## src/include/arb_cfg.svh

```systemverilog
//##############################
// Widths and block size shared by the arbiter RTL and testbench
// Include wherever a `ARB_ macro is needed
//##############################

`ifndef ARB_CFG_SVH
`define ARB_CFG_SVH

// Memory word address
`define ARB_MEM_ADDR_W 26

// Transfer length in words
`define ARB_COUNT_W 24

// Largest single memory command, and the width that holds it
`define ARB_BLOCK_WORDS 256
`define ARB_BLOCK_LEN_W 9

`endif

```

## src/verilog/dma_chan_pkg.sv

```systemverilog
//##############################
// Types for DMA channel requests
// Import where channel indices, counts or directions are used
//##############################

`include "arb_cfg.svh"

package dma_chan_pkg;

  // Channel index inside one direction
  typedef logic chan_idx_t;

  // Transfer length in words
  typedef logic [`ARB_COUNT_W-1:0] word_count_t;

  // Ingress writes memory, egress reads it
  typedef enum logic {
    DIR_INGRESS = 1'b0,
    DIR_EGRESS  = 1'b1
  } dma_dir_e;

endpackage

```

## src/verilog/mem_cmd_pkg.sv

```systemverilog
//##############################
// Types for memory block commands
// Import where bus addresses or block lengths are used
//##############################

`include "arb_cfg.svh"

package mem_cmd_pkg;

  // Word address on the memory side
  typedef logic [`ARB_MEM_ADDR_W-1:0] mem_addr_t;

  // Words carried by one command, up to `ARB_BLOCK_WORDS
  typedef logic [`ARB_BLOCK_LEN_W-1:0] block_len_t;

  // Largest block as a typed constant
  localparam block_len_t BLOCK_MAX = block_len_t'(`ARB_BLOCK_WORDS);

endpackage

```

## src/verilog/dma_channel_arbiter.sv

```systemverilog
//##############################
// Round-robin choice between the two channels of one direction
//##############################

module dma_channel_arbiter (
  input  logic                    clk,
  input  logic                    rst,

  // Channel enables, bit 0 is channel 0
  input  logic [1:0]              i_enable,

  // Sequencer accepted the current grant
  input  logic                    i_take,

  output logic                    o_req_any,
  output dma_chan_pkg::chan_idx_t o_grant
);

  import dma_chan_pkg::*;

  // Channel that wins the next tie
  chan_idx_t prio_q;

  assign o_req_any = |i_enable;

  always_comb begin
    case (i_enable)
      2'b01:   o_grant = 1'b0;
      2'b10:   o_grant = 1'b1;
      // Tie or no request, follow the priority bit
      default: o_grant = prio_q;
    endcase
  end

  // Loser of this round gets the next tie
  always_ff @(posedge clk) begin
    if (rst) begin
      prio_q <= 1'b0;
    end else if (i_take) begin
      prio_q <= ~o_grant;
    end
  end

  // Sequencer only takes a grant from a direction that asked
  a_take_has_req : assert property (
    @(posedge clk) disable iff (rst)
    i_take |-> o_req_any
  ) else $error("take without request");

endmodule

```

## src/verilog/transfer_sequencer.sv

```systemverilog
//##############################
// Picks a direction, splits the granted transfer into blocks
// and issues each block as one Wishbone classic command
//##############################

`include "arb_cfg.svh"

module transfer_sequencer (
  input  logic                        clk,
  input  logic                        rst,

  // From the two direction arbiters
  input  logic                        i_ing_req,
  input  logic                        i_egr_req,
  input  dma_chan_pkg::chan_idx_t     i_ing_grant,
  input  dma_chan_pkg::chan_idx_t     i_egr_grant,
  output logic                        o_ing_take,
  output logic                        o_egr_take,

  // Channel transfer descriptors
  input  mem_cmd_pkg::mem_addr_t      i_ing_addr [0:1],
  input  mem_cmd_pkg::mem_addr_t      i_egr_addr [0:1],
  input  dma_chan_pkg::word_count_t   i_ing_count [0:1],
  input  dma_chan_pkg::word_count_t   i_egr_count [0:1],
  output logic [1:0]                  o_ing_done,
  output logic [1:0]                  o_egr_done,

  // Wishbone master toward the memory controller
  output logic                        o_wb_cyc,
  output logic                        o_wb_stb,
  output logic                        o_wb_we,
  output mem_cmd_pkg::mem_addr_t      o_wb_adr,
  output mem_cmd_pkg::block_len_t     o_wb_dat,
  input  logic                        i_wb_ack
);

  import dma_chan_pkg::*;
  import mem_cmd_pkg::*;

  typedef enum logic [1:0] {
    ST_IDLE,
    ST_SELECT,
    ST_ISSUE,
    ST_DONE
  } state_e;

  state_e      state_q;
  dma_dir_e    dir_prio_q;
  dma_dir_e    dir_q;
  dma_dir_e    dir_pick;
  chan_idx_t   grant_q;
  chan_idx_t   sel_grant;
  mem_addr_t   sel_addr;
  word_count_t sel_count;
  mem_addr_t   addr_q;
  word_count_t remain_q;
  block_len_t  blk_len;
  logic        cyc_q;
  logic        stb_q;
  logic        blk_ack;

  // Direction choice, same rule as the channel arbiters
  always_comb begin
    case ({i_egr_req, i_ing_req})
      2'b01:   dir_pick = DIR_INGRESS;
      2'b10:   dir_pick = DIR_EGRESS;
      default: dir_pick = dir_prio_q;
    endcase
  end

  assign sel_grant = (dir_pick == DIR_INGRESS) ? i_ing_grant : i_egr_grant;
  assign sel_addr  = (dir_pick == DIR_INGRESS) ? i_ing_addr[i_ing_grant]
                                               : i_egr_addr[i_egr_grant];
  assign sel_count = (dir_pick == DIR_INGRESS) ? i_ing_count[i_ing_grant]
                                               : i_egr_count[i_egr_grant];

  assign o_ing_take = (state_q == ST_SELECT) && (dir_pick == DIR_INGRESS);
  assign o_egr_take = (state_q == ST_SELECT) && (dir_pick == DIR_EGRESS);

  // Last block may be short
  assign blk_len = (remain_q > word_count_t'(`ARB_BLOCK_WORDS)) ? BLOCK_MAX
                                                                : block_len_t'(remain_q);

  assign blk_ack = cyc_q && stb_q && i_wb_ack;

  always_ff @(posedge clk) begin
    if (rst) begin
      state_q    <= ST_IDLE;
      dir_prio_q <= DIR_INGRESS;
      dir_q      <= DIR_INGRESS;
      grant_q    <= 1'b0;
      cyc_q      <= 1'b0;
      stb_q      <= 1'b0;
    end else begin
      case (state_q)
        ST_IDLE: begin
          if (i_ing_req || i_egr_req) begin
            state_q <= ST_SELECT;
          end
        end
        ST_SELECT: begin
          dir_prio_q <= dma_dir_e'(~dir_pick);
          dir_q      <= dir_pick;
          grant_q    <= sel_grant;
          state_q    <= ST_ISSUE;
        end
        ST_ISSUE: begin
          if (!cyc_q) begin
            // Bus idle, start the next block or finish
            if (remain_q == '0) begin
              state_q <= ST_DONE;
            end else begin
              cyc_q <= 1'b1;
              stb_q <= 1'b1;
            end
          end else if (blk_ack) begin
            cyc_q <= 1'b0;
            stb_q <= 1'b0;
          end
        end
        ST_DONE: begin
          state_q <= ST_IDLE;
        end
        default: begin
          state_q <= ST_IDLE;
        end
      endcase
    end
  end

  // Address and remaining words of the transfer in flight
  always_ff @(posedge clk) begin
    if (state_q == ST_SELECT) begin
      addr_q   <= sel_addr;
      remain_q <= sel_count;
    end else if (blk_ack) begin
      addr_q   <= addr_q + mem_addr_t'(blk_len);
      remain_q <= remain_q - word_count_t'(blk_len);
    end
  end

  assign o_wb_cyc = cyc_q;
  assign o_wb_stb = stb_q;
  assign o_wb_we  = (dir_q == DIR_INGRESS);
  assign o_wb_adr = addr_q;
  assign o_wb_dat = blk_len;

  assign o_ing_done = (state_q == ST_DONE && dir_q == DIR_INGRESS) ? (2'b01 << grant_q)
                                                                   : 2'b00;
  assign o_egr_done = (state_q == ST_DONE && dir_q == DIR_EGRESS) ? (2'b01 << grant_q)
                                                                  : 2'b00;

  // Command held unchanged while the controller stalls
  a_cmd_stable : assert property (
    @(posedge clk) disable iff (rst)
    (o_wb_stb && !i_wb_ack) |=> ($stable(o_wb_adr) && $stable(o_wb_dat))
  ) else $error("command changed before ack");

  a_stb_in_cyc : assert property (
    @(posedge clk) disable iff (rst)
    o_wb_stb |-> o_wb_cyc
  ) else $error("stb without cyc");

  a_done_pulse : assert property (
    @(posedge clk) disable iff (rst)
    (|{o_ing_done, o_egr_done}) |=> !(|{o_ing_done, o_egr_done})
  ) else $error("done longer than one cycle");

endmodule

```

## src/verilog/ddr3_arbiter_top.sv

```systemverilog
//##############################
// Four DMA channels sharing one memory controller port
//##############################

module ddr3_arbiter_top (
  input  logic                      clk,
  input  logic                      rst,

  // Ingress channels, written to memory
  input  logic                      i_ing0_enable,
  input  mem_cmd_pkg::mem_addr_t    i_ing0_addr,
  input  dma_chan_pkg::word_count_t i_ing0_count,
  output logic                      o_ing0_done,
  input  logic                      i_ing1_enable,
  input  mem_cmd_pkg::mem_addr_t    i_ing1_addr,
  input  dma_chan_pkg::word_count_t i_ing1_count,
  output logic                      o_ing1_done,

  // Egress channels, read from memory
  input  logic                      i_egr0_enable,
  input  mem_cmd_pkg::mem_addr_t    i_egr0_addr,
  input  dma_chan_pkg::word_count_t i_egr0_count,
  output logic                      o_egr0_done,
  input  logic                      i_egr1_enable,
  input  mem_cmd_pkg::mem_addr_t    i_egr1_addr,
  input  dma_chan_pkg::word_count_t i_egr1_count,
  output logic                      o_egr1_done,

  // Wishbone master
  output logic                      o_wb_cyc,
  output logic                      o_wb_stb,
  output logic                      o_wb_we,
  output mem_cmd_pkg::mem_addr_t    o_wb_adr,
  output mem_cmd_pkg::block_len_t   o_wb_dat,
  input  logic                      i_wb_ack
);

  import dma_chan_pkg::*;
  import mem_cmd_pkg::*;

  logic        ing_req;
  logic        egr_req;
  logic        ing_take;
  logic        egr_take;
  chan_idx_t   ing_grant;
  chan_idx_t   egr_grant;
  logic [1:0]  ing_done;
  logic [1:0]  egr_done;
  mem_addr_t   ing_addr [0:1];
  mem_addr_t   egr_addr [0:1];
  word_count_t ing_count [0:1];
  word_count_t egr_count [0:1];

  // Index the channel descriptors by grant
  assign ing_addr[0]  = i_ing0_addr;
  assign ing_addr[1]  = i_ing1_addr;
  assign egr_addr[0]  = i_egr0_addr;
  assign egr_addr[1]  = i_egr1_addr;
  assign ing_count[0] = i_ing0_count;
  assign ing_count[1] = i_ing1_count;
  assign egr_count[0] = i_egr0_count;
  assign egr_count[1] = i_egr1_count;

  assign o_ing0_done = ing_done[0];
  assign o_ing1_done = ing_done[1];
  assign o_egr0_done = egr_done[0];
  assign o_egr1_done = egr_done[1];

  dma_channel_arbiter u_ing_arb (
    .clk       (clk),
    .rst       (rst),
    .i_enable  ({i_ing1_enable, i_ing0_enable}),
    .i_take    (ing_take),
    .o_req_any (ing_req),
    .o_grant   (ing_grant)
  );

  dma_channel_arbiter u_egr_arb (
    .clk       (clk),
    .rst       (rst),
    .i_enable  ({i_egr1_enable, i_egr0_enable}),
    .i_take    (egr_take),
    .o_req_any (egr_req),
    .o_grant   (egr_grant)
  );

  transfer_sequencer u_seq (
    .clk         (clk),
    .rst         (rst),
    .i_ing_req   (ing_req),
    .i_egr_req   (egr_req),
    .i_ing_grant (ing_grant),
    .i_egr_grant (egr_grant),
    .o_ing_take  (ing_take),
    .o_egr_take  (egr_take),
    .i_ing_addr  (ing_addr),
    .i_egr_addr  (egr_addr),
    .i_ing_count (ing_count),
    .i_egr_count (egr_count),
    .o_ing_done  (ing_done),
    .o_egr_done  (egr_done),
    .o_wb_cyc    (o_wb_cyc),
    .o_wb_stb    (o_wb_stb),
    .o_wb_we     (o_wb_we),
    .o_wb_adr    (o_wb_adr),
    .o_wb_dat    (o_wb_dat),
    .i_wb_ack    (i_wb_ack)
  );

endmodule

```

## config.mk

```make
export PLATFORM = sky130hd
export DESIGN_NAME = ddr3_arbiter_top
export DESIGN_NICKNAME = d
export VERILOG_FILES = /design/src/verilog/dma_chan_pkg.sv /design/src/verilog/mem_cmd_pkg.sv /design/src/verilog/dma_channel_arbiter.sv /design/src/verilog/transfer_sequencer.sv /design/src/verilog/ddr3_arbiter_top.sv
export VERILOG_INCLUDE_DIRS = /design/src /design/src/include
export SDC_FILE = /design/constraint.sdc
export NUM_CORES = 1
export LEC_CHECK = 0
export ABC_AREA = 1
export CORE_ASPECT_RATIO = 0.6
export CORE_UTILIZATION = 65
export CTS_CLUSTER_DIAMETER = 150
export DETAILED_ROUTE_END_ITERATION = 8
export DONT_BUFFER_PORTS = 1
export GPL_TIMING_DRIVEN = 0
export PLACE_DENSITY_LB_ADDON = 0.3
export RECOVER_POWER = 100
export SLEW_MARGIN = 20
export SYNTH_ARGS = -nofsm -noshare
export SYNTH_HDL_FRONTEND = slang
export SYNTH_HIERARCHICAL = 1
export SYNTH_SLANG_ARGS = --single-unit
```

## constraint.sdc

```tcl
create_clock -name clk -period 3.75 [get_ports clk]
set_input_delay 0.375 -clock clk [delete_from_list [all_inputs] [get_ports clk]]
set_output_delay 0.375 -clock clk [all_outputs]
set_load 0.01 [all_outputs]
```

Word-level counts from Yosys, hierarchy flattened
Index checks and enable logic that the tools add are counted.

operators by class
  equality and inequality tests = 14
  add/subtract/negate cells = 2
  shift operators = 1
  bitwise logic cells = 6
  muxes and demuxes = 35
  reductions and logical operators = 14
  $lt $le $gt $ge = 3

operator list
  operator                                                number
  two-way mux 26 bit                                      9
  two-way mux 24 bit                                      9
  adder 26 x 9 -> 26 bit                                  1
  > comparator 24 x 9 -> 1 bit (second input constant)    1
  zero test 24 bit                                        1
  subtractor 24 x 9 -> 24 bit                             1
  equality test 2 bit (second input constant)             5
  two-way mux 2 bit                                       5
  two-way mux 9 bit                                       1
  equality test 2 x 1 -> 1 bit (second input constant)    4
  one-hot mux 2 bit (4 select lines)                      1
  two-way mux 1 bit                                       7
  logical AND 1 bit                                       6
  inequality test 2 x 1 -> 1 bit (second input constant)  3
  one-hot mux 1 bit (2 select lines)                      3
  AND reduction 3 bit                                     2
  >= comparator 2 bit (second input constant)             2
  inequality test 2 bit (second input constant)           2
  NOT 1 bit                                               4
  NOT 1 -> 2 bit                                          2
  OR reduction 2 bit                                      2
  zero test 2 bit                                         1
  nonzero test 2 bit                                      1
  << shifter 1 x 1 -> 2 bit (first input constant)        1
  logical OR 1 bit                                        1

word-level totals
  logic and storage cells = 85
  bits of input ports = 207
  bits in registers = 59
  output and inout bits = 42

Logic depth before layout (Yosys ltp)
Gate-level depths: netlist of the first run.

  depth in word-level cells = 8
  gate-level depth with buffers = 21

Modules after synthesis
The synthesis of the first run kept the hierarchy.

by module, submodules not included
  module               cells each  seq. area each (um^2)  area an instance (um^2)  times used
  transfer_sequencer   746         1,641.6                5,328.9                  1
  dma_channel_arbiter  18          20.0                   122.6                    2

Worst setup path after synthesis of the first run
Ideal clock, no wire load.

  path kind = reg2reg
  from = register u_seq.remain_q[12]
  to = register u_seq.addr_q[11], in the netlist u_seq/o_wb_adr[11] (data pin)
  stages on the path, launching flop included = 19
  data arrival time = 2.832 ns
  clock period less this slack = 3.086 ns
  setup time = 0.254 ns
  buffers on the path = 1
  path slack = 0.664 ns
  cell sequence = edfxtp_1 > nor2_4 > nand2_4 > nor2_4 > inv_1 > nand2_1 > nand2_2 > buf_1 > nor2_1 > ha_1 > a21oi_1 > nand2_1 > a21oi_1 > o21ai_0 > nand2_1 > nand2_1 > a31o_2 > nand3_1 > nand2_1

between the ends
  cells in the longest elaborated chain, start to end = 5

RTL lines
  element                       line                       text
  from (decl)                   transfer_sequencer.sv:56   word_count_t remain_q;
  from (signal assigned)        transfer_sequencer.sv:135  remain_q <= sel_count;
  from (signal assigned)        transfer_sequencer.sv:138  remain_q <= remain_q - word_count_t'(blk_len);
  > comparator 24 x 9 -> 1 bit  transfer_sequencer.sv:81   assign blk_len = (remain_q > word_count_t'(`ARB_BLOCK_WORDS)) ? BLOCK_MAX
  two-way mux 9 bit             transfer_sequencer.sv:81
  net o_wb_dat[2]               ddr3_arbiter_top.sv:34     output mem_cmd_pkg::block_len_t o_wb_dat,
  adder 26 x 9 -> 26 bit        transfer_sequencer.sv:137  addr_q <= addr_q + mem_addr_t'(blk_len);
  two-way mux 26 bit            transfer_sequencer.sv:136  end else if (blk_ack) begin
  two-way mux 26 bit            transfer_sequencer.sv:133  if (state_q == ST_SELECT) begin
  to (signal assigned)          transfer_sequencer.sv:134  addr_q <= sel_addr;
  to (signal assigned)          transfer_sequencer.sv:137
  to (decl)                     transfer_sequencer.sv:55   mem_addr_t addr_q;

The timed path passes the listed nets, and every way through them passes these cells. The select of a mux whose other input is x is not followed.
A chain may end at the register's enable or synchronous reset.

Worst setup path in the final report of the first run
  from = register u_seq.remain_q[13]
  to = register u_seq.addr_q[24], in the netlist u_seq/o_wb_adr[24] (data pin)

Same word-level chain as after synthesis.

==> results_dict.tcl, run 1 <==
set metrics [dict create \
    cts_root_buf "clkbuf_16" \
    ys_seq_elements 59 \
    p_sw_share_pct 47.68 \
    synth_nets 1013 \
    worst_slack_ps 194.2 \
    yosysWarnings 6 \
    synth_flop_cell "edfxtp_1" \
    clk_latency_ps 330 \
    viasPerCell 6.689 \
    syn_area_per_cell_um2 7.128 \
    worst_pin_slew_ps 1290 \
    finalCritPeriodShare_pct 94.82 \
    fin_cells 906 \
    ant_nets 0 \
    die_y_um 73.73 \
    fin_worst_skew_ps 4.659 \
    cp-end-kind "flop" \
    vias 6060 \
    first_pass_iters 7 \
    intPower_mw 2.384 \
    regArea_um2 1682 \
    slew_violations 0 \
    pre_cts_ws_ps -10.30 \
    clock-sinks 59 \
    grt_pass1_wl_mm 28.26 \
    path_clk_slew_ps 50 \
    yosysSeqAreaShare_pct 30.17 \
    cts_buffers 9 \
    htree_levels 3 \
    die_area_um2 8962 \
    synth_cells 782 \
    multi_input_area_um2 3465 \
    cts_buffer_depth 2 \
    rsz0062_at_grt "no" \
    combinationalPowerShare_pct 47.2 \
    rr_worst_depth 18 \
    drt_wl_total_mm 19.56 \
    mostFrequentLayoutCells "nand2_1 (235), a21oi_1 (72), inv_1 (71), nor2_1 (51), edfxtp_1 (50)" \
    placed_area_um2 5717 \
    rows 25 \
    dpl.hpwl_mm 14.67 \
    slew_headroom_pct 13.66 \
    seqPwrFrac_pct 35.4 \
    die_x_um 121.6 \
    syn_area_um2 5574 \
    ios 249 \
    dp_cells 890 \
    fmax_mhz 281.2 \
    max-cap-violations 0 \
    worst-setup-path-type "flop to flop" \
    cpPeakStageDelay_ps 480 \
    start_util_pct 68.80 \
    hold_class "input port to flop" \
    grt_max_degree 51 \
    wl_per_cell_um 21.59 \
    layout_min_cycle_time_ps 3556 \
    async_reset_ff_share_pct 0 \
    rrSetupSlack_ps 190 \
    totalPowerFinal_mw 4.556 \
    final_common_cell "nand2_1" \
    port_buffers 0 \
    outcome "finished, final reports clean" \
    p_sw_mw 2.172 \
    cp_common_cell "nand2_1" \
    hold_viol 0 \
    crit_slowest_cell "edfxtp_1" \
    cts_setup_buffers 0 \
    grt_pass1_vias 5378 \
    critPathRequiredTime_ps 3830 \
    nNetsFinal 1023 \
    cp-start-kind "flop" \
    p_leak_nw 2.677 \
    critPathTopFamily "simple AND/OR/NAND/NOR gates" \
    netlist-cell-type-count 49 \
    cp_cell_sequence "nor2_4 -> nand2_4 -> nor2_4 -> nand2_1 -> nand2_1 -> nand2_4 -> nor2_1 -> ha_1 -> nand2_1 -> nor2_1 -> nand2_1 -> o21ai_1 -> inv_1 -> nor2_1 -> nand2_1 -> xnor2_1 -> nand2_1 -> nand2_1" \
    setup_viol 0 \
    gr-total-overflow 0 \
    cp.arrival_ps 3640 \
    drt_iter0_markers 977 \
    crit_start "u_seq/remain_q[13]" \
    cp-endpoint "u_seq/o_wb_adr[24]" \
    timing.rr.end "u_seq/o_wb_adr[24]" \
    finalWeightedCongestion 0.9378 \
    coreArea_um2 8102 \
    final_area_um2 5974 \
    drc 0 \
    hold_ws_ps 114.0 \
    p_per_area_nw_per_um2 762.6 \
    layout-drive-gt1-share_pct 7.403 \
    antenna_found_initial 1 \
    syn2layout_area_growth_pct 7.183 \
    clockPowerShare_pct 17.5 \
    cts_tree "done" \
    ir_drop_uv 668.4 \
    grt.total_usage_pct 42.99 \
    synth_edf_count 50 \
    crit_cells 18 \
    fillCellCount 628 \
    path_buf_inv 1 \
    timing.rr.start "u_seq/remain_q[13]" \
    cp_max_fo 17 \
]
==> cell usage after synthesis (3+ instances only) <==
cell,number,area (µm²)
nand2_2,13,81.33
nand2_4,4,45.04
edfxtp_1,50,1501
nor2_4,6,67.56
buf_1,4,15.01
o311ai_0,3,26.28
inv_2,4,15.01
xnor2_1,4,35.03
a21oi_1,72,360.4
clkbuf_1,27,101.4
inv_1,69,259.0
nor3_1,9,45.04
o22ai_1,4,25.02
dfxtp_1,9,180.2
nand3_1,37,185.2
nand2_1,229,859.6
o221ai_1,21,183.9
mux2i_1,40,400.4
xor2_1,3,26.28
or2_2,9,56.30
ha_1,23,287.8
nor2_1,55,206.5
nor2_2,7,43.79
nand4_1,8,50.05
o211ai_1,6,45.04
o21ai_0,25,125.1
nand3_2,4,40.04
o21ai_1,7,35.03
==> cell families after synthesis <==
kind of cell	after synthesis	share of synthesized area, %
mux	40	7.183
buf+inv	108	7.497
flops	59	30.17
xor+xnor	7	1.100
fa+ha+maj	24	5.522
other cells	1	0.06728
simple gates	386	31.43
compound gates	157	17.04
==> worst min-delay path by stage <==
stage                                 from               end  slack [ps]  depth (start not counted)
final                                  rst    u_seq/o_wb_cyc         110                          1
after global routing                   rst    u_seq/o_wb_cyc         100                          1
after CTS                              rst    u_seq/o_wb_cyc         110                          1
after detailed placement               rst    u_seq/o_wb_cyc         450                          1
after global placement    u_seq/dir_prio_q  u_seq/dir_prio_q         440                          2
after floorplan           u_seq/dir_prio_q  u_seq/dir_prio_q         430                          2
==> through the flow <==
step | TNS, ps | util (%)
2_1_floorplan | 0 | -
3_3_place_gp | -27.57 | 70.47
3_5_place_dp | -15.13 | 70.56
4_1_cts | 0 | 74.02
5_1_grt | 0 | 73.71
6_report | 0 | 73.75
==> area by class of cell <==
type                    instances  area share (%)
plain buffers                  33           2.262
inverters                      74           4.649
flip-flops and latches         59           28.15
diodes                          1         0.04188
clock inverters                 4          0.6911
clock buffers                  12           3.958
multi-input cells             615           57.99
well taps                     108           2.262
==> state kept, by name, summed over array words and instances (netlist names) <==
register and count:
u_seq/state_q 2, u_seq/grant_q 1, u_seq/dir_q 1, u_seq/remain_q 24
u_seq/o_wb_adr 26, u_seq/o_wb_stb 1, u_ing_arb/prio_q 1, u_seq/dir_prio_q 1
u_seq/o_wb_cyc 1, u_egr_arb/prio_q 1
==> what timing repair did <==
item                                    in CTS  in global routing
resized for setup                            1                  8
hold buffers                                 0                  0
endpoints found under the hold margin        0                  0
endpoints found under the setup margin       2                 16
==> layer usage <==
metal	GRT usage, %	wire length, µm
met1	54.99	7239
met2	67.93	8759
met3	12.19	2905
met4	19.62	640
met5	0	13
==> worst register-to-register path, delay by kind of cell (launching register included) <==
| kind | cells | cell delay, ps |
|---|---|---|
| flip-flops | 1 | 480 |
| buffers and inverters | 1 | 100 |
| XOR/XNOR | 1 | 140 |
| AND/OR/NAND/NOR | 14 | 2020 |
| adder cells (fa/ha/maj) | 1 | 270 |
| AO/OA/AOI/OAI | 1 | 300 |
==> power groups by stage <==
| stage | sequential, mW | combinational, mW | clock [mW] |
|---|---|---|---|
| final | 1.61 | 2.15 | 0.796 |
| after global routing | 1.63 | 2.33 | 0.822 |
| after floorplan | 1.49 | 1.52 | 0 |
| after detailed placement | 1.59 | 2.05 | 0 |
| after global placement | 1.60 | 1.97 | 0 |
| after CTS | 1.59 | 2.07 | 0.797 |
Note: power is estimated with default switching activity, not from simulation.
==> inputs of run 2 (changes only) <==
- CAP_MARGIN: not set -> 20
- CORE_AREA: not set -> 2 2 96 98
- CORE_ASPECT_RATIO: 0.6 -> not set
- CORE_UTILIZATION: 65 -> not set
- DIE_AREA: not set -> 0 0 98 100
- clock period: 3.75 -> 4.01 ns (I/O delays scaled with it)
==> run 2 against run 1 <==
Compared with the run above:
- cell count rose by 0.44%
- die area grew 9.4%
- flip-flop and latch count is the same
- power is 14% lower
- utilization down 7.9 points
- critical endpoint is now u_seq/remain_q[23]
- highest routed layer is now met4
==> results_dict.tcl, run 2 (synthesized netlist as in run 1, its figures left out) <==
set metrics [dict create \
    cts_resized 0 \
    cp.arrival_ps 3540 \
    use_met3_pct 6.616 \
    use_met2_pct 65.86 \
    hold_viol 0 \
    hold_class "input port to flop" \
    cts_buffer_depth 2 \
    drc 0 \
    p_per_area_nw_per_um2 667.9 \
    layout-drive-gt1-share_pct 7.769 \
    fmax_mhz 265.9 \
    worst-setup-path-type "flop to flop" \
    cts_root_buf "clkbuf_8" \
    setup-tns-final_ps 0 \
    pre_cts_ws_ps 352.3 \
    cp-end-kind "flop" \
    max-cap-violations 0 \
    cp-start-kind "flop" \
    outcome "finished, final reports clean" \
    syn2layout_area_growth_pct 5.051 \
    largest_reg_flops 26 \
    timing.rr.start "u_seq/state_q[1]" \
    coreArea_um2 8890 \
    htree_levels 3 \
    drt_iter0_markers 415 \
    start_util_pct 62.70 \
    vias 5711 \
    min_from "rst" \
    ant_nets 0 \
    timing.rr.end "u_seq/remain_q[23]" \
    drt_wl_total_mm 19.20 \
    p_leak_nw 2.609 \
    die_area_um2 9800 \
    cp-endpoint "u_seq/remain_q[23]" \
    fillCellCount 803 \
    port_buffers 0 \
    layout_min_cycle_time_ps 3761 \
    final_common_cell "nand2_1" \
    grt_max_degree 51 \
    cts_buffers 9 \
    rr_worst_depth 7 \
    slew_headroom_pct 12.84 \
    rrSetupSlack_ps 250 \
    grt.total_usage_pct 37.66 \
    cp_max_fo 50 \
    worst_pin_slew_ps 1303 \
    critPathRequiredTime_ps 3790 \
    first_pass_iters 5 \
    wl_per_cell_um 21.10 \
    rsz0062_at_grt "no" \
    antenna_found_initial 1 \
    mostFrequentLayoutCells "nand2_1 (230), a21oi_1 (72), inv_1 (71), nor2_1 (55), edfxtp_1 (50)" \
    placed_area_um2 5720 \
    rows 35 \
    clk_latency_ps 340 \
    grt_pass1_vias 5462 \
    gr-total-overflow 0 \
    die_y_um 100 \
    cts_tree "done" \
    fin_worst_skew_ps 12.83 \
    ir_drop_uv 489.2 \
    dpl.hpwl_mm 14.58 \
    grt_pass1_wl_mm 28.36 \
    slew_violations 0 \
    viasPerCell 6.276 \
    hold_ws_ps 121.7 \
    die_x_um 98 \
    grt_use_met1_pct 46.62 \
    finalWeightedCongestion 0.9385 \
    final_area_um2 5856 \
    path_clk_slew_ps 80 \
    grt-busiest-layer "met2" \
    worst_slack_ps 249.2 \
    setup_viol 0 \
    cts_setup_buffers 0 \
    ios 249 \
    clock-sinks 59 \
    hold_buffers 0 \
    finalCritPeriodShare_pct 93.79 \
    nNetsFinal 1024 \
    crit_start "u_seq/state_q[1]" \
]
## run 2: cell count changes in the layout (fill, tap and decap cells not counted), sizes merged
| cell | delta |
|---|---|
| bufinv | -1 |
| clkbuf | -1 |
| clkinv | +1 |
| clkinvlp | +2 |
## run 2: area by class of cell
cell class / count / area, µm² / share of cell area, %
Buffer: 34 / 137.6 / 2.350
Clock inverter: 6 / 32.53 / 0.5556
Antenna cell: 1 / 2.502 / 0.04274
Tap cell: 111 / 138.9 / 2.372
Multi-Input combinational cell: 615 / 3457 / 59.04
Clock buffer: 10 / 127.6 / 2.179
Sequential cell: 59 / 1682 / 28.72
Inverter: 74 / 277.8 / 4.744
## run 2: layer usage
layer / up-vias / part of all wire, %
li1: 2684 / -
met1: 2599 / 37
met2: 390 / 49
met3: 38 / 11
met4: 0 / 2.5
met5: - / 0
## run 2: worst min path at each step
stage / to / slack, ps / cells past startpoint
floorplan: u_seq/dir_prio_q / 430 / 2
global placement: u_seq/dir_prio_q / 440 / 2
detailed placement: u_seq/dir_prio_q / 450 / 2
CTS: u_seq/o_wb_cyc / 120 / 1
global route: u_seq/o_wb_stb / 120 / 1
finish: u_seq/o_wb_stb / 120 / 1
## run 2: through the flow
stage          power (mW)  cells  utilization (%)
6_report            3.911    910            65.87
3_5_place_dp        3.397    893            64.35
5_1_grt             4.156    910            65.87
2_1_floorplan       2.813    782                -
4_1_cts             3.866    909            66.15
3_3_place_gp        3.338    893            64.26
## run 2: report_power, final
group / switching (mW) / internal (mW) / total, mW
registers: 0.359 / 1.12 / 1.48
clock network: 0.249 / 0.218 / 0.467
logic: 1.33 / 0.635 / 1.96
total: 1.94 / 1.97 / 3.91
## run 2: critical path: stages (launching register included)
cell      delay (ps)
dfxtp_1          370
inv_1            110
ha_1             190
clkbuf_1         310
inv_1            210
clkbuf_1         560
clkbuf_1         550
nand2_2          880
